<file path="src/rtl/rob_defs.svh">
// Reorder buffer sizing
`ifndef ROB_DEFS_SVH
`define ROB_DEFS_SVH

// Slot count of the ring, power of 2 only
`define ROB_ENTRIES 16
`define ROB_DATA_BITS 32
`define ROB_META_BITS 8

// not_full drops when fewer than this many slots remain
`define ROB_MIN_FREE_SLOTS 1

// Output FIFO depth and the occupancy that stops new transfers
`define ROB_FIFO_ENTRIES 4
`define ROB_FIFO_THRESHOLD 2

`endif
</file>
<file path="src/rtl/rob_payload_pkg.sv">
// Reorder buffer payload types
`default_nettype none

`include "rob_defs.svh"

package rob_payload_pkg;

    // Late-arriving data word
    typedef logic [`ROB_DATA_BITS-1:0] t_rob_data;

    // Metadata supplied with the allocation
    typedef logic [`ROB_META_BITS-1:0] t_rob_meta;

    // Joined entry held in the output FIFO
    typedef struct packed {
        t_rob_meta meta;
        t_rob_data data;
    } t_rob_entry;

endpackage

`default_nettype wire

</file>
<file path="src/rtl/rob_idx_pkg.sv">
// Reorder buffer index types
`default_nettype none

`include "rob_defs.svh"

package rob_idx_pkg;

    // Slot index into the ring
    typedef logic [$clog2(`ROB_ENTRIES)-1:0] t_rob_idx;

    // One extra bit so pointers can be compared
    // after one of them has wrapped
    typedef logic [$clog2(`ROB_ENTRIES):0] t_rob_idx_nowrap;

endpackage

`default_nettype wire

</file>
<file path="src/rtl/rob_wr_if.sv">
// Reorder buffer write bus
`timescale 1ns/10ps
`default_nettype none

interface rob_wr_if
    import rob_idx_pkg::*, rob_payload_pkg::*;
();

    // Slot allocation with its metadata
    logic      alloc;
    t_rob_idx  alloc_idx;
    t_rob_meta alloc_meta;

    // Data write into an already allocated slot
    logic      wr_en;
    t_rob_idx  wr_idx;
    t_rob_data wr_data;

    // Control only needs the strobes and the write index
    modport ctrl (input alloc, input wr_en, input wr_idx, output alloc_idx);

    // Data side stores metadata and data
    modport data (input alloc, input alloc_idx, input alloc_meta,
                  input wr_en, input wr_idx, input wr_data);

endinterface

`default_nettype wire

</file>
<file path="src/rtl/rob_top.sv">
// Reorder buffer top level
`timescale 1ns/10ps
`default_nettype none

module rob_top
    import rob_idx_pkg::*, rob_payload_pkg::*;
(
    input  wire logic      clk,
    input  wire logic      reset,
    // Allocation
    input  wire logic      alloc,
    input  wire t_rob_meta alloc_meta,
    output logic           not_full,
    output t_rob_idx       alloc_idx,
    // Out-of-order data write
    input  wire logic      wr_en,
    input  wire t_rob_idx  wr_idx,
    input  wire t_rob_data wr_data,
    // Ordered output
    input  wire logic      deq,
    output logic           not_empty,
    output t_rob_data      first,
    output t_rob_meta      first_meta
);

    // Oldest-entry link between control and data
    logic     oldest_deq;
    logic     oldest_rdy;
    t_rob_idx oldest_idx;

    rob_wr_if wr_bus ();

    assign wr_bus.alloc      = alloc;
    assign wr_bus.alloc_meta = alloc_meta;
    assign wr_bus.wr_en      = wr_en;
    assign wr_bus.wr_idx     = wr_idx;
    assign wr_bus.wr_data    = wr_data;

    // Slot index comes back from control
    assign alloc_idx = wr_bus.alloc_idx;

    rob_ctrl ctrl (
        .clk        (clk),
        .reset      (reset),
        .wr         (wr_bus.ctrl),
        .oldest_deq (oldest_deq),
        .not_full   (not_full),
        .oldest_rdy (oldest_rdy),
        .oldest_idx (oldest_idx)
    );

    rob_data data (
        .clk        (clk),
        .reset      (reset),
        .wr         (wr_bus.data),
        .deq        (deq),
        .oldest_rdy (oldest_rdy),
        .oldest_idx (oldest_idx),
        .oldest_deq (oldest_deq),
        .not_empty  (not_empty),
        .first      (first),
        .first_meta (first_meta)
    );

endmodule

`default_nettype wire

</file>
<file path="src/rtl/rob_data.sv">
// Reorder buffer data path
`timescale 1ns/10ps
`default_nettype none

`include "rob_defs.svh"

module rob_data
    import rob_idx_pkg::*, rob_payload_pkg::*;
(
    input  wire logic     clk,
    input  wire logic     reset,
    rob_wr_if.data        wr,
    input  wire logic     deq,
    input  wire logic     oldest_rdy,
    input  wire t_rob_idx oldest_idx,
    output logic          oldest_deq,
    output logic          not_empty,
    output t_rob_data     first,
    output t_rob_meta     first_meta
);

    t_rob_meta  mem_meta;
    t_rob_data  mem_data;
    t_rob_entry fifo_in;
    t_rob_entry fifo_out;

    logic fifo_almost_full;

    // RAM read in flight, one flag per pipeline stage
    logic did_deq;
    logic did_deq_q;

    // Move the oldest entry only while the FIFO can absorb
    // everything already in flight
    assign oldest_deq = oldest_rdy && !fifo_almost_full;

    always_ff @(posedge clk)
    begin
        if (reset)
        begin
            did_deq   <= 1'b0;
            did_deq_q <= 1'b0;
        end
        else
        begin
            did_deq   <= oldest_deq;
            did_deq_q <= did_deq;
        end
    end

    // Metadata is stored at allocation
    dualport_ram #(
        .t_payload (t_rob_meta),
        .N_ENTRIES (`ROB_ENTRIES)
    ) meta_ram (
        .clk     (clk),
        .wr_addr (wr.alloc_idx),
        .wr_en   (wr.alloc),
        .wr_data (wr.alloc_meta),
        .rd_addr (oldest_idx),
        .rd_data (mem_meta)
    );

    // Data lands in any order
    dualport_ram #(
        .t_payload (t_rob_data),
        .N_ENTRIES (`ROB_ENTRIES)
    ) data_ram (
        .clk     (clk),
        .wr_addr (wr.wr_idx),
        .wr_en   (wr.wr_en),
        .wr_data (wr.wr_data),
        .rd_addr (oldest_idx),
        .rd_data (mem_data)
    );

    assign fifo_in = '{meta: mem_meta, data: mem_data};

    // FIFO decouples client deq from the RAM read loop
    lutram_fifo #(
        .t_payload (t_rob_entry),
        .N_ENTRIES (`ROB_FIFO_ENTRIES),
        .THRESHOLD (`ROB_FIFO_THRESHOLD)
    ) out_fifo (
        .clk         (clk),
        .reset       (reset),
        .enq_en      (did_deq_q),
        .enq_data    (fifo_in),
        .deq_en      (deq),
        .almost_full (fifo_almost_full),
        .not_empty   (not_empty),
        .first       (fifo_out)
    );

    assign first      = fifo_out.data;
    assign first_meta = fifo_out.meta;

endmodule

`default_nettype wire

</file>
<file path="src/rtl/rob_ctrl.sv">
// Reorder buffer control
`timescale 1ns/10ps
`default_nettype none

`include "rob_defs.svh"

module rob_ctrl
    import rob_idx_pkg::*;
(
    input  wire logic clk,
    input  wire logic reset,
    rob_wr_if.ctrl    wr,
    input  wire logic oldest_deq,
    output logic      not_full,
    output logic      oldest_rdy,
    output t_rob_idx  oldest_idx
);

    // Next slot to allocate
    t_rob_idx newest;
    // Oldest slot still owned by the ROB
    t_rob_idx oldest;
    t_rob_idx oldest_next;

    logic newest_ge_oldest;

    // Per-slot data arrival
    logic [`ROB_ENTRIES-1:0] dvalid;
    logic [`ROB_ENTRIES-1:0] dvalid_q;

    // Valid bits of the oldest slot and the one after it
    logic [1:0] dvalid_sub_q;
    logic       oldest_deq_q;
    t_rob_idx   oldest_q;

    // Delayed reset for the wide valid vector
    logic reset_q;

    assign oldest_next = oldest + t_rob_idx'(1);
    assign oldest_idx  = oldest;

    // Allocation returns the current newest slot
    assign wr.alloc_idx = newest;

    // Full test in the wider space
    // Oldest gets an extra high bit when newest has not wrapped past it
    assign newest_ge_oldest = (newest >= oldest);
    assign not_full = ({1'b0, newest} + t_rob_idx_nowrap'(`ROB_MIN_FREE_SLOTS))
                      < {newest_ge_oldest, oldest};

    always_ff @(posedge clk)
    begin
        if (reset)
        begin
            newest <= '0;
            oldest <= '0;
        end
        else
        begin
            if (wr.alloc)
            begin
                newest <= newest + t_rob_idx'(1);
            end
            // Oldest moves once its entry heads into the data pipeline
            if (oldest_deq)
            begin
                oldest <= oldest_next;
            end
        end
    end

    always_comb
    begin
        dvalid = dvalid_q;
        // Clear the slot dequeued last cycle
        if (oldest_deq_q)
        begin
            dvalid[oldest_q] = 1'b0;
        end
        // Arriving data sets its slot
        if (wr.wr_en)
        begin
            dvalid[wr.wr_idx] = 1'b1;
        end
    end

    always_ff @(posedge clk)
    begin
        reset_q <= reset;
    end

    always_ff @(posedge clk)
    begin
        if (reset_q)
        begin
            dvalid_q     <= '0;
            dvalid_sub_q <= 2'b00;
            oldest_deq_q <= 1'b0;
        end
        else
        begin
            dvalid_q     <= dvalid;
            oldest_deq_q <= oldest_deq;
            // Snapshot both candidates for next cycle
            dvalid_sub_q <= {dvalid_q[oldest_next], dvalid_q[oldest]};
        end
        oldest_q <= oldest;
    end

    // After a dequeue the next slot becomes the oldest
    // so pick the upper snapshot bit
    assign oldest_rdy = dvalid_sub_q[oldest_deq_q];

endmodule

`default_nettype wire

</file>
<file path="src/rtl/lutram_fifo.sv">
// Small show-ahead FIFO
`timescale 1ns/10ps
`default_nettype none

module lutram_fifo #(
    parameter type t_payload = logic [31:0],
    parameter int  N_ENTRIES = 4,
    parameter int  THRESHOLD = 2
) (
    input  wire logic     clk,
    input  wire logic     reset,
    input  wire logic     enq_en,
    input  wire t_payload enq_data,
    input  wire logic     deq_en,
    output logic          almost_full,
    output logic          not_empty,
    output t_payload      first
);

    localparam int PTR_BITS = $clog2(N_ENTRIES);
    localparam int CNT_BITS = $clog2(N_ENTRIES + 1);

    // Storage, no reset needed
    t_payload mem [N_ENTRIES];

    logic [PTR_BITS-1:0] wr_ptr;
    logic [PTR_BITS-1:0] rd_ptr;
    // Occupancy
    logic [CNT_BITS-1:0] count;

    always_ff @(posedge clk)
    begin
        if (enq_en)
        begin
            mem[wr_ptr] <= enq_data;
        end
    end

    always_ff @(posedge clk)
    begin
        if (reset)
        begin
            wr_ptr <= '0;
            rd_ptr <= '0;
            count  <= '0;
        end
        else
        begin
            if (enq_en)
            begin
                wr_ptr <= wr_ptr + PTR_BITS'(1);
            end
            if (deq_en)
            begin
                rd_ptr <= rd_ptr + PTR_BITS'(1);
            end
            // Count moves only when one side acts alone
            case ({enq_en, deq_en})
                2'b10:   count <= count + CNT_BITS'(1);
                2'b01:   count <= count - CNT_BITS'(1);
                default: count <= count;
            endcase
        end
    end

    // Head word shown without a read strobe
    assign first = mem[rd_ptr];

    assign not_empty = (count != '0);

    // Leaves room for words already in flight upstream
    assign almost_full = (count >= CNT_BITS'(THRESHOLD));

endmodule

`default_nettype wire

</file>
<file path="src/rtl/dualport_ram.sv">
// Pipelined dual-port RAM
`timescale 1ns/10ps
`default_nettype none

module dualport_ram #(
    parameter type t_payload = logic [31:0],
    parameter int  N_ENTRIES = 16
) (
    input  wire logic                         clk,
    input  wire logic [$clog2(N_ENTRIES)-1:0] wr_addr,
    input  wire logic                         wr_en,
    input  wire t_payload                     wr_data,
    input  wire logic [$clog2(N_ENTRIES)-1:0] rd_addr,
    output t_payload                          rd_data
);

    t_payload mem [N_ENTRIES];

    // Registered read word
    t_payload rd_q;

    // Write port
    always_ff @(posedge clk)
    begin
        if (wr_en)
        begin
            mem[wr_addr] <= wr_data;
        end
    end

    // Read port, address to rd_data takes two cycles
    always_ff @(posedge clk)
    begin
        rd_q    <= mem[rd_addr];
        // Output stage
        rd_data <= rd_q;
    end

endmodule

`default_nettype wire

</file>
<file path="config.mk">
export PLATFORM = sky130hd
export DESIGN_NAME = rob_top
export DESIGN_NICKNAME = d
export VERILOG_FILES = /design/src/rtl/rob_payload_pkg.sv /design/src/rtl/rob_idx_pkg.sv /design/src/rtl/rob_wr_if.sv /design/src/rtl/rob_top.sv /design/src/rtl/rob_data.sv /design/src/rtl/rob_ctrl.sv /design/src/rtl/lutram_fifo.sv /design/src/rtl/dualport_ram.sv
export VERILOG_INCLUDE_DIRS = /design/src /design/src/rtl
export SDC_FILE = /design/constraint.sdc
export NUM_CORES = 1
export LEC_CHECK = 0
export ABC_CLOCK_PERIOD_IN_PS = 4600
export BUFFER_PORTS_ARGS = -buffer_cell sky130_fd_sc_hd__buf_4
export CAP_MARGIN = 20
export CORE_ASPECT_RATIO = 1.5
export CORE_MARGIN = 1
export CORE_UTILIZATION = 32
export CTS_CLUSTER_DIAMETER = 80
export CTS_CLUSTER_SIZE = 30
export DETAILED_ROUTE_END_ITERATION = 8
export PLACE_DENSITY = 0.48
export SETUP_SLACK_MARGIN = 0.1
export SLEW_MARGIN = 0
export SYNTH_ARGS = -nofsm -noshare
export SYNTH_HDL_FRONTEND = slang
export SYNTH_SLANG_ARGS = --single-unit
</file>
<file path="constraint.sdc">
create_clock -name clk -period 4.6 [get_ports clk]
set_input_delay 0.46 -clock clk [delete_from_list [all_inputs] [get_ports clk]]
set_output_delay 0.46 -clock clk [all_outputs]
set_load 0.01 [all_outputs]
</file>
* Word level (Yosys, flattened, before mapping)
Memories as Yosys holds them, arrays and structs flattened. A register that Yosys moved wholly into a read port is not among the register bits.
Cells that the tools add are included.
W data, S select, Z words.
** Word-level totals
- Input port bits :: 49
- Flip-flop bits (word level) :: 81
- Memories :: 3
- Output and inout bits :: 46
- Memory bits (writable) :: 800
- Word-level logic and storage cells :: 66
** Cells by class
- Reductions and logical operators :: 6
- Multiplexer cells :: 21
- Bitwise operators :: 3
- Eq/ne operators :: 2
- Order comparisons :: 10
- Add/sub/neg operators :: 7
** Memory list
- data.data_ram.mem :: words 16, bits a word 32, read ports 1, clocked after Yosys merged registers in 1, write ports 1, RTL line dualport_ram.sv:17 : t_payload mem [N_ENTRIES];
- data.out_fifo.mem :: words 4, bits a word 40, read ports 1, clocked after Yosys merged registers in 1, write ports 1, RTL line lutram_fifo.sv:24 : t_payload mem [N_ENTRIES];
- data.meta_ram.mem :: words 16, bits a word 8, read ports 1, clocked after Yosys merged registers in 1, write ports 1, RTL line dualport_ram.sv:17
** Operator list (number)
- $mux W16 :: 2
- $lt A4 B5 Y1 const B :: 4
- $and A16 B16 Y16 :: 1
- $not A16 Y16 :: 1
- $or A16 B16 Y16 :: 1
- $mux W1 :: 12
- $add A4 B1 Y4 const B :: 2
- $bmux W1 S4 :: 2
- $demux W1 S4 :: 2
- $ge A4 B1 Y1 const B :: 2
- $pmux W3 S2 :: 1
- $add A4 B1 Y5 const B :: 1
- $lt A5 B5 Y1 :: 1
- $add A2 B1 Y2 const B :: 2
- $ge A4 B4 Y1 :: 1
- $mux W2 :: 2
- $add A3 B1 Y3 const B :: 1
- $ge A3 B2 Y1 const B :: 1
- $logic_and A1 B1 Y1 :: 3
- $reduce_bool A3 Y1 :: 1
- $sub A3 B1 Y3 const B :: 1
- $eq A2 B1 Y1 const B :: 1
- $eq A2 B2 Y1 const B :: 1
- $lt A1 B2 Y1 const B :: 1
- 2 further kinds :: 2

* Logic depth before layout (Yosys ltp)
Gate-level depths: netlist of run 1.
- Word-level depth :: 9
- Depth in mapped cells :: 10
- Depth with buffers taken out :: 8

* Cells and area by module
A second synthesis of run 1 with hierarchy kept.
** Second synthesis, totals
- Cells, all modules :: 1534
- Area total of the unflattened synthesis :: 33783.7 um^2
** Modules (own cells, without submodules)
- dualport_ram at data.data_ram :: cells each 870, area an instance 20494.7 um^2, times used 1, seq. area each 16656.0 um^2
- lutram_fifo :: cells each 256, area an instance 6252.2 um^2, times used 1, seq. area each 4984.8 um^2
- dualport_ram at data.meta_ram :: cells each 237, area an instance 5307.6 um^2, times used 1, seq. area each 4164.0 um^2
- rob_ctrl :: cells each 166, area an instance 1664.1 um^2, times used 1, seq. area each 640.6 um^2
- rob_data :: cells each 5, area an instance 65.1 um^2, times used 1, seq. area each 40.0 um^2

* Worst setup path after synthesis of run 1
OpenSTA, ideal clock, no wires.
- Path kind :: input to register
- Start point :: in wr_idx[0]
- End point :: mem data.data_ram.mem[6][0] in the netlist's numbering, enable pin
- Slack :: 1.178 ns
- Arrival :: 2.959 ns
- Data required time :: 4.136 ns
- Path buffers :: 1
- Stages :: 2
- Setup time :: 0.464 ns
- Path through :: clkbuf_1 nor3_1
** RTL lines
- start: declaration :: RTL line rob_top.sv:17 : input wire t_rob_idx wr_idx,
- end: declaration :: RTL line dualport_ram.sv:17
Straight into the memory's write port.

* Final worst setup path of run 1
- Start point :: reg ctrl.oldest[2], in the netlist ctrl.oldest_idx[2]
- End point :: out not_full
** Between the ends
- Longest elaborated chain between the ends :: 2
** RTL lines
- start: declaration :: RTL line rob_ctrl.sv:22 : t_rob_idx oldest;
- start signal: assignment :: RTL line rob_ctrl.sv:67 : oldest <= oldest_next;
- $ge A4 B4 Y1 :: RTL line rob_ctrl.sv:47 : assign newest_ge_oldest = (newest >= oldest);
- $lt A5 B5 Y1 * :: RTL line rob_ctrl.sv:48 : assign not_full = ({1'b0, newest} + t_rob_idx_nowrap'(`ROB_MIN_FREE_SLOTS))
- end: declaration :: RTL line rob_top.sv:13 : output logic not_full,
Every way passes the cells marked *; elsewhere a longest branch is shown, timed or not.

==> impl_metrics.tcl, run 1 <==
set metrics [dict create \
    dr.pass1.iters 5 \
    antenna_found_initial 7 \
    post-route-period-util_pct 71.2 \
    layout.nets 1608 \
    post_dp_cell_area_um2 36100 \
    reg2reg_to "ctrl.dvalid_sub_q[1]$_SDFF_PP0_" \
    core_area_um2 104000 \
    grt_max_degree 115 \
    ant_nets 0 \
    cpPeakStageDelay_ns 0.46 \
    p_sw_uw 2840 \
    min_to "data.data_ram.mem[9][14]$_DFFE_PP_" \
    switching_share_pct 20.4 \
    p_clk_share_pct 29.3 \
    syn_to_final_growth_pct 10.4 \
    synthFlopType "edfxtp_1" \
    cts_buffers 36 \
    fp.dieW_um 267 \
    cts_hold_buffers 0 \
    max_slew.worst_pin.slew_ns 0.964 \
    fill_cells 9514 \
    cp.arrival_ns 2.81 \
    synth-seq-area-share_pct 78.5 \
    r2r_setup_slack_ns 2.13 \
    clock-sinks 923 \
    start_util_pct 32.3 \
    rr_worst_depth 5 \
    gr-usage-met1_pct 18.1 \
    gp_congestion 0.731 \
    final.setup.tns_ns 0 \
    cp_cell_sequence "clkinv_2, ha_1, a21o_1, a21oi_1, ha_1, a21oi_1, buf_4" \
    synth-seq-cells 923 \
    crit_slowest_cell "dfxtp_1" \
    cts_buffer_depth 3 \
    grt_pass1_vias 15200 \
    power.total_uw 13900 \
    peakVddDrop_v 0.000238 \
    required_ns 4.14 \
    slew_viol_final 0 \
    cp_max_fo 16 \
    p_leak_uw 0.0113 \
    io_buffers 94 \
    fin_crit_ns 3.27 \
    drc 0 \
    overflow 0 \
    grt_pass1_wl_um 109000 \
    final_area_um2 37200 \
    num_vias 14200 \
    post_drt_wl_per_cell_um 25.1 \
    clock_latency_ns 0.62 \
    dp_hpwl_um 43500 \
    synth_edf_count 800 \
    dp_cells 2897 \
    whs_path_depth 1 \
    postSynthAreaPerCell_um2 23.4 \
    setup_viol 0 \
    final_util_pct 35.7 \
    boundaryPins 95 \
    met3_usage_pct 2.04 \
    cts_setup_buffers 0 \
    path_class "reg -> out" \
    combPwrFrac_pct 3.8 \
    routed_via_density 4.78 \
    track_usage_pct 14.1 \
    instances_no_fill 2964 \
    powerDensity_nw_per_um2 373 \
    critPathBufInv 2 \
    synth_cell_types 33 \
    use_met2_pct 25.1 \
    holdCritPathClass "in -> reg" \
    cts_resized 0 \
    h-tree-depth 2 \
    cts-root-buf "clkbuf_16" \
    busiest_layer "met2" \
    die-height_um 400 \
    p_int_uw 11100 \
    cp-end-kind "primary output" \
    synth_area_um2 33700 \
    wirelength_um 74300 \
    sequentialPowerShare_pct 66.9 \
    clock_skew_ns 0.0244 \
    yosysWarnings 0 \
    clk_pin_slew_ns 0.12 \
    netlist_instances 1440 \
    maxCapViolations 0 \
    reg2reg_from "ctrl.oldest_idx[1]$_SDFFE_PP0P_" \
    hold_viol 0 \
    drive_above_1_share_pct 28.3 \
    rsz0062_at_grt "false" \
    cts_tree "built" \
    status "finished clean" \
    slew-limit-headroom_pct 35.7 \
    fmax_mhz 305 \
    drtIter0Drc 1163 \
    num_rows 145 \
    synthArstFlopShare_pct 0 \
    hp-start "wr_data[14]" \
    syn-num-nets 1509 \
    critPathTopFamily "adder cells" \
    die_area_um2 107000 \
    startpoint_type "register" \
]
-- flip-flops by register name (all words and copies together), names as in the netlist, 8 cells and up, named ones only --
signal                 cells
data.meta_ram.mem        128
data.data_ram.mem        512
ctrl.dvalid_q             16
data.data_ram.rd_data     32
data.meta_ram.rd_data      8
data.data_ram.rd_q        32
data.meta_ram.rd_q         8
data.out_fifo.mem        160
-- synth_stat cells (3+ instances only) --
cell type  count  share of area (%)
nand4_1        3              0.056
and3_1         3              0.056
xor2_1         7               0.18
and2_1        20               0.37
edfxtp_1     800                 71
nand2_1       15               0.17
o21a_1         6               0.13
nor3_1         5              0.074
a21oi_1       15               0.22
inv_1         21               0.23
buf_2         12               0.18
buf_1         15               0.17
dfxtp_1      123                7.3
clkbuf_1      23               0.26
mux2i_1        4               0.12
xnor2_1        8               0.21
ha_1          19               0.70
mux4_2       250                 17
nor2_1        32               0.36
nor2b_1        6               0.11
nand3_1        7               0.10
o21ai_0       13               0.19
nand2b_1       6               0.11
buf_6         14               0.47
-- power groups by stage --
stage / Combinational [uW] / Clock, uW / Sequential, uW
after global routing: 578 / 4470 / 9310
final: 529 / 4080 / 9290
after global placement: 537 / 0 / 9480
after CTS: 549 / 4240 / 9300
after detailed placement: 548 / 0 / 9490
after floorplan: 282 / 0 / 9450
-- cell families after synthesis --
kind of cell,Yosys count,share of synthesized area [%]
mux,254,16.8
compound gates,36,0.594
xor+xnor,15,0.390
buf+inv,86,1.31
fa+ha+maj,20,0.764
flops,923,78.5
simple gates,106,1.59
-- layout by cell type (no fill, tap or decap), types with 6 or more instances in the layout --
master,Yosys,layout
o21ai_0,13,13
ha_1,19,19
mux4_2,250,250
nand2b_1,6,6
dfxtp_1,123,118
a21oi_1,15,15
xor2_1,7,7
nand3_1,7,7
clkbuf_16,0,38
edfxtp_1,800,800
clkbuf_1,23,25
inv_2,1,11
xnor2_1,8,8
and2_1,20,16
nor2b_1,6,6
nor2_1,32,31
buf_4,0,122
inv_1,21,10
nand2_1,15,15
o21a_1,6,6
-- final cells by class --
type,count,area [um^2],share of cell area [%]
Antenna cell,1,2.50,0.00672
Tap cell,1396,1750,4.69
Sequential cell,923,26500,71.2
Clock buffer,64,1060,2.84
Timing Repair Buffer,125,976,2.62
Inverter,22,83.8,0.225
Multi-Input combinational cell,431,6840,18.4
Clock inverter,2,22.5,0.0605
-- stage by stage --
stage / hold slack, ns / setup slack [ns]
finish: 0.135 / 1.33
global route: 0.106 / 1.06
CTS: 0.0815 / 1.23
detailed placement: 0.312 / 1.94
global placement: 0.317 / 1.89
floorplan: 0.310 / 1.18
-- worst max-delay path by stage --
stage	end	startpoint	slack (ns)	depth (start not counted)
after floorplan	data.data_ram.mem[6][0]$_DFFE_PP_	wr_idx[0]	1.18	2
after global placement	not_full	ctrl.oldest_idx[2]$_SDFFE_PP0P_	1.89	7
after detailed placement	not_full	ctrl.oldest_idx[2]$_SDFFE_PP0P_	1.94	7
after CTS	not_full	ctrl.oldest_idx[2]$_SDFFE_PP0P_	1.23	7
after global routing	not_full	ctrl.oldest_idx[2]$_SDFFE_PP0P_	1.06	7
final	not_full	ctrl.oldest_idx[2]$_SDFFE_PP0P_	1.33	7
-- routing by layer --
layer	share of wire, %	up-vias
li1	-	6123
met1	42	7733
met2	53	235
met3	3.6	70
met4	1.9	6
met5	0.051	-
(Power assumes the default switching activity.)
==> run 2, diff against run 1 <==
--- a/config.mk
+++ b/config.mk
@@ -6,7 +6,8 @@
 export SDC_FILE = /design/constraint.sdc
 export NUM_CORES = 1
 export LEC_CHECK = 0
-export ABC_CLOCK_PERIOD_IN_PS = 4600
+export ABC_AREA = 1
+export ABC_CLOCK_PERIOD_IN_PS = 2800
 export BUFFER_PORTS_ARGS = -buffer_cell sky130_fd_sc_hd__buf_4
 export CAP_MARGIN = 20
 export CORE_ASPECT_RATIO = 1.5
@@ -15,7 +16,7 @@
 export CTS_CLUSTER_DIAMETER = 80
 export CTS_CLUSTER_SIZE = 30
 export DETAILED_ROUTE_END_ITERATION = 8
-export PLACE_DENSITY = 0.48
+export PLACE_DENSITY = 0.49
 export SETUP_SLACK_MARGIN = 0.1
 export SLEW_MARGIN = 0
 export SYNTH_ARGS = -nofsm -noshare
==> constraint.sdc (replaced) <==
create_clock -name clk -period 2.8 [get_ports clk]
set_input_delay 0.28 -clock clk [delete_from_list [all_inputs] [get_ports clk]]
set_output_delay 0.28 -clock clk [all_outputs]
set_load 0.01 [all_outputs]
==> run 2 against run 1 <==
  * Sequential power rose by 71%
  * Final area grew 5.3%
  * Via count increased by 45%
  * Power rose by 78%
  * Global-route usage increased by 1.4 points
  * Largest power group unchanged
  * Synthesized cell count grew 86%
  * Cell count increased by 42%
  * Core utilization up 0.43 points
  * Combinational power increased to 4.2 times the previous value
  * Worst hold slack worse by 0.071 ns
  * Critical path depth is 5 higher
==> impl_metrics.tcl, run 2 <==
set metrics [dict create \
    post-route-period-util_pct 96.6 \
    p_sw_uw 5810 \
    synthFlopType "edfxtp_1" \
    synth_common_cells "edfxtp_1 (800), nor2_1 (438), o21ai_0 (342), o211ai_1 (160), inv_1 (147)" \
    combPwrFrac_pct 8.9 \
    largest_reg_flops 512 \
    path_class "reg -> out" \
    cp_max_fo 2 \
    crit_top_cell "a21oi_1" \
    critPathTopFamily "adder cells" \
    required_ns 2.52 \
    cp.arrival_ns 2.42 \
    grt_pass1_wl_um 130000 \
    final_area_um2 39200 \
    rsz0062_at_grt "true" \
    overflow 0 \
    start_util_pct 32.3 \
    clock_skew_ns 0.0179 \
    synth_xor_area_share_pct 0.125 \
    layout_commonest_cell "edfxtp_1" \
    post_drt_wl_per_cell_um 20.7 \
    num_rows 148 \
    num_vias 20600 \
    cts_buffers 37 \
    power.total_uw 24700 \
    powerDensity_nw_per_um2 631 \
    p_int_uw 18900 \
    p_clk_share_pct 26.7 \
    maxCapViolations 0 \
    yosys.area_share.simple_pct 7.62 \
    sequentialPowerShare_pct 64.4 \
    clk_pin_slew_ns 0.12 \
    gp_congestion 0.782 \
    synth_top_family_by_area "compound AO/OA/AOI/OAI gates" \
    drtIter0Drc 1173 \
    synth_edf_count 800 \
    synth-seq-cells 923 \
    fin_crit_ns 2.70 \
    synthArstFlopShare_pct 0 \
    h-tree-depth 2 \
    max_slew.worst_pin.slew_ns 1.14 \
    slew_viol_final 0 \
    synth_area_um2 35100 \
    dr.pass1.iters 5 \
    drive_above_1_share_pct 9.01 \
    die_area_um2 111000 \
    synth_cell_types 29 \
    mostFrequentLayoutCells "edfxtp_1 (800), nor2_1 (438), o21ai_0 (341)" \
    fp.dieW_um 272 \
    hold_viol 0 \
    cp_cell_sequence "inv_4, ha_4, inv_2, nand2_2, a21oi_2, o21bai_1, a21oi_1, ha_1, a21oi_1, o21ai_1, nor2_1, buf_4" \
    postSynthAreaPerCell_um2 13.1 \
    fmax_mhz 370 \
    yosysWarnings 0 \
    startpoint_type "register" \
    syn_to_final_growth_pct 11.7 \
    cts_buffer_depth 3 \
    io_buffers 94 \
    whs_ns 0.0635 \
    crit_slowest_cell "dfxtp_2" \
    wirelength_um 87300 \
    core_area_um2 109000 \
    final.setup.tns_ns 0 \
    synthAdderAreaFrac_pct 0.735 \
    synth.area.top_cells "edfxtp_1 (69%), dfxtp_1 (7.0%), o21ai_0 (4.9%), nor2_1 (4.7%), o211ai_1 (3.4%)" \
    status "finished clean" \
    ant_nets 0 \
    synth-seq-area-share_pct 75.5 \
    regMostFlops "data.data_ram.mem" \
    cts-root-buf "clkbuf_16" \
    setup_viol 0 \
    post_dp_cell_area_um2 37600 \
    syn-num-nets 2748 \
    synthMuxAreaShare_pct 0 \
    drc 0 \
    fill_cells 10400 \
    switching_share_pct 23.5 \
    synth_compound_area_share_pct 12.0 \
    dp_hpwl_um 48700 \
    fin_ws_ns 0.0951 \
    cp-end-kind "primary output" \
    peakVddDrop_v 0.000325 \
    routed_via_density 4.88 \
    pre_cts_ws_ns 0.491 \
    synth.most_common_cell "edfxtp_1" \
    reg.largest.list "data.data_ram.mem (512), data.out_fifo.mem (160), data.meta_ram.mem (128)" \
    synth.top_cell.area_share_pct 68.5 \
    cpPeakStageDelay_ns 0.37 \
    clock_latency_ns 0.61 \
    p_leak_uw 0.0129 \
    cts_tree "built" \
    critPathBufInv 3 \
    track_usage_pct 15.6 \
    holdCritPathClass "in -> reg" \
    clock-sinks 923 \
    die-height_um 407 \
    boundaryPins 95 \
    slew-limit-headroom_pct 23.9 \
    grt_max_degree 230 \
    netlist_instances 2679 \
    layout.nets 2832 \
    grt_pass1_vias 20500 \
    synth_top_area_cell "edfxtp_1" \
    antenna_found_initial 9 \
]
[run 2: layout make-up]
type / count / area, um^2 / area share (%)
antenna: 2 / 5.00 / 0.0128
multi-input combinational: 1440 / 7200 / 18.4
timing repair buffer: 211 / 2060 / 5.26
clock buffer: 58 / 1000 / 2.56
clock inverter: 5 / 63.8 / 0.163
tap: 1425 / 1780 / 4.55
inverter: 150 / 572 / 1.46
sequential: 923 / 26500 / 67.6
[run 2: per-stage QoR]
| step | util, % | instances |
|---|---|---|
| 4_1_cts | 36.1 | 4212 |
| 6_report | 36.1 | 4214 |
| 3_3_place_gp | 34.7 | 4104 |
| 2_1_floorplan | - | 2679 |
| 3_5_place_dp | 34.7 | 4104 |
| 5_1_grt | 36.1 | 4214 |
[run 2: path summary, 6_finish.rpt]
check	start	to	slack, ns	cells past startpoint
max	ctrl.wr.alloc_idx[0]$_SDFFE_PP0P_	not_full	0.1	12
min	wr_idx[2]	ctrl.dvalid_q[9]$_SDFF_PP0_	0.06	4
max reg2reg	ctrl.oldest_idx[0]$_SDFFE_PP0P_	ctrl.dvalid_sub_q[0]$_SDFF_PP0_	0.46	9
min reg2reg	data.meta_ram.rd_q[3]$_DFF_P_	data.meta_ram.rd_data[3]$_DFF_P_	0.35	0
[run 2: metal layers]
layer / global-route usage (%) / routed length (um) / vias to the layer above
met1: 18.6 / 35500 / 10300
met3: 1.61 / 2830 / 91
met4: 3.84 / 1850 / 8
li1: - / - / 9828
met2: 29.4 / 47100 / 375
met5: 0 / 50 / -
[run 2: kinds of logic (layout without fill, tap and decap cells)]
group	count (synthesis)	count (layout)
fa+ha+maj	20	20
simple gates	671	671
xor+xnor	5	5
buf+inv	316	424
compound gates	744	744
flops	923	923
other cells	0	2
[run 2: worst register-to-register path, cell delays in order, from the launching register on]
cell     delay, ns
dfxtp_4       0.38
buf_12        0.23
inv_6         0.43
buf_12        0.38
buf_4         0.33
nand2_1       0.09
nand3_1       0.08
nand3_1       0.08
nand3_1       0.11
a21oi_1       0.09
[run 2: repair_timing]
item | in CTS | in global routing
endpoints found under the setup margin | 1 | 1
buffers inserted | 3 | 0
cloned | 0 | 0
resized for setup | 11 | 2
hold buffers | 42 | 0
endpoints found under the hold margin | 649 | 0
pin swaps | 8 | 2
[run 2: power by group through the flow]
stage | combinational, uW | sequential (uW) | clock (uW)
finish | 2210 | 15900 | 6600
global placement | 2110 | 16200 | 0
CTS | 2250 | 15900 | 6840
global route | 2460 | 16000 | 7250
detailed placement | 2160 | 16300 | 0
floorplan | 1340 | 16000 | 0
==> run 3, diff against run 2 <==
--- a/config.mk
+++ b/config.mk
@@ -21,4 +21,5 @@
 export SLEW_MARGIN = 0
 export SYNTH_ARGS = -nofsm -noshare
 export SYNTH_HDL_FRONTEND = slang
+export SYNTH_HIERARCHICAL = 1
 export SYNTH_SLANG_ARGS = --single-unit
==> run 3 against run 2 <==
  * Global-route usage down 0.14 points
  * Clock power up 7.3%
  * Synthesized area up 7.6%
  * Non-clock buffer count up 11
  * Sequential cell count unchanged
  * Core utilization about the same
  * Clock-buffer cell count up 5
  * Combinational power up 10%
  * Register-to-register slack better by 0.18 ns
  * Largest power group unchanged
  * Highest routed layer unchanged
==> impl_metrics.tcl, run 3 <==
set metrics [dict create \
    synth_top_area_cell "edfxtp_1" \
    syn-num-nets 3493 \
    synth.most_common_cell "nand2_1" \
    instances_no_fill 5112 \
    yosysWarnings 6 \
    p_leak_uw 0.0166 \
    synth-seq-area-share_pct 70.2 \
    grt_max_degree 151 \
    die_area_um2 119000 \
    syn_to_final_growth_pct 11.4 \
    synth_area_um2 37700 \
    cp-end-kind "primary output" \
    peakVddDrop_v 0.000354 \
    dr.pass1.iters 5 \
    setup_viol 0 \
    overflow 0 \
    synth_edf_count 800 \
    dp_hpwl_um 51600 \
    critPathBufInv 2 \
    powerDensity_nw_per_um2 604 \
    synthFlopType "edfxtp_1" \
    core_area_um2 116000 \
    io_buffers 94 \
    reg.largest.list "data/data_ram/mem (512), data/out_fifo/mem (160), data/meta_ram/mem (128)" \
    drc 0 \
    fill_cells 11600 \
    cts_tree "built" \
    postSynthAreaPerCell_um2 11.0 \
    hold_viol 0 \
    path_class "reg -> out" \
    cts-root-buf "clkbuf_16" \
    fmax_mhz 379 \
    holdCritPathClass "reg -> reg" \
    grt_pass1_wl_um 138000 \
    wirelength_um 92600 \
    track_usage_pct 15.4 \
    slew_viol_final 0 \
    final_area_um2 42000 \
    cp.arrival_ns 2.36 \
    synth_cell_types 37 \
    num_rows 153 \
    dp_cells 4982 \
    boundaryPins 95 \
    num_vias 23000 \
    layout.nets 3592 \
    power.total_uw 25400 \
    cp_max_fo 2 \
    netlist_instances 3427 \
    synthArstFlopShare_pct 0 \
    synth.top_cell.area_share_pct 63.7 \
    post-route-period-util_pct 94.2 \
    drtIter0Drc 1579 \
    clock_skew_ns 0.0363 \
    fin_crit_ns 2.64 \
    clk_pin_slew_ns 0.11 \
    startpoint_type "register" \
    maxCapViolations 0 \
    layout_commonest_cell "nand2_1" \
    synth.area.top_cells "edfxtp_1 (64%), nand2_1 (9.0%), nand3_1 (6.9%), dfxtp_1 (6.5%), inv_1 (5.4%)" \
    max_slew.worst_pin.slew_ns 0.962 \
    required_ns 2.52 \
    fp.dieW_um 282 \
    crit_slowest_cell "dfxtp_4" \
    routed_via_density 4.49 \
    post_drt_wl_per_cell_um 18.1 \
    cp_cell_sequence "clkinvlp_4, ha_4, a21oi_2, o21bai_1, a21oi_1, ha_1, nand2_1, o21ai_1, nor2_1, buf_4" \
    synth_common_cells "nand2_1 (909), edfxtp_1 (800), inv_1 (546), nand3_1 (520), nor2_1 (130)" \
    post_dp_cell_area_um2 40200 \
    largest_reg_flops 512 \
    cpPeakStageDelay_ns 0.37 \
    synth-seq-cells 923 \
    r2r_setup_slack_ns 0.64 \
    regMostFlops "data/data_ram/mem" \
    h-tree-depth 2 \
    start_util_pct 32.4 \
    grt_pass1_vias 22300 \
    rsz0062_at_grt "true" \
    cts_buffer_depth 3 \
    final_util_pct 36.1 \
    gp_congestion 0.778 \
    clock-sinks 923 \
    slew-limit-headroom_pct 35.9 \
    die-height_um 423 \
    critPathTopFamily "adder cells" \
    cts_buffers 38 \
    clock_latency_ns 0.62 \
    antenna_found_initial 13 \
    ant_nets 0 \
    mostFrequentLayoutCells "nand2_1 (908), edfxtp_1 (800), inv_1 (536)" \
    drive_above_1_share_pct 8.10 \
    status "finished clean" \
]
-- run 3: cell type report --
class,count,area [um^2],area share [%]
Sequential cell,923,26500,63.1
Multi-Input combinational cell,1789,8120,19.3
Timing Repair Buffer,222,2150,5.12
Inverter,552,2100,5.00
Tap cell,1550,1940,4.62
Clock buffer,63,1110,2.64
Clock inverter,6,80.1,0.191
Antenna cell,7,17.5,0.0417
-- run 3: worst register-to-register path: stages (launching register included) --
cell     delay, ns
dfxtp_4       0.37
buf_4         0.12
buf_4         0.26
buf_12        0.45
nand2_1       0.48
nand3_1       0.12
nand3_1       0.08
nand3_1       0.15
nand2_1       0.06
-- run 3: report_power, final --
part	internal (uW)	leakage [uW]	switching [uW]	total, uW
combinational	796	0.00780	1640	2440
clock	2830	0.000569	4250	7080
sequential	15600	0.00825	288	15800
-- run 3: metrics by stage --
stage	hold WS, ns	worst slack, ns	setup TNS [ns]
floorplan	0.308	0.527	0
global placement	0.310	0.561	0
detailed placement	0.312	0.658	0
CTS	0.337	0.0882	0
global route	0.343	-0.0177	-0.0177
finish	0.337	0.163	0
-- run 3: logic make-up after synthesis --
logic type	after synthesis	synth area share (%)
compound gates	182	2.61
xor+xnor	5	0.116
fa+ha+maj	17	0.584
buf+inv	715	8.71
flops	923	70.2
mux	1	0.0298
simple gates	1584	17.7
-- run 3: metal layers --
| layer | global-route usage, % | up-vias | share of wire, % |
|---|---|---|---|
| met4 | 4.35 | 10 | 2.6 |
| met1 | 17.8 | 11100 | 40 |
| met3 | 1.98 | 111 | 3.1 |
| met5 | 0 | - | 0.073 |
| met2 | 29.2 | 323 | 54 |
| li1 | - | 11400 | - |
-- run 3: final timing paths --
path,from,to,cells after the start
worst min-delay path,data/meta_ram/rd_q[0]$_DFF_P_,data/meta_ram/rd_data[0]$_DFF_P_,0
worst min register to register,data/meta_ram/rd_q[0]$_DFF_P_,data/meta_ram/rd_data[0]$_DFF_P_,0
worst max register to register,ctrl/oldest_idx[0]$_SDFFE_PP0P_,data/data_ram/rd_q[14]$_DFF_P_,8
worst max-delay path,ctrl/oldest_idx[1]$_SDFFE_PP0P_,not_full,10
-- run 3: timing repair --
item | CTS | global route
hold buffers | 50 | 0
buffers inserted | 3 | 1
setup endpoints to repair | 1 | 2
hold endpoints to repair | 663 | 0
pin swaps | 8 | 4
gates resized for setup | 9 | 3
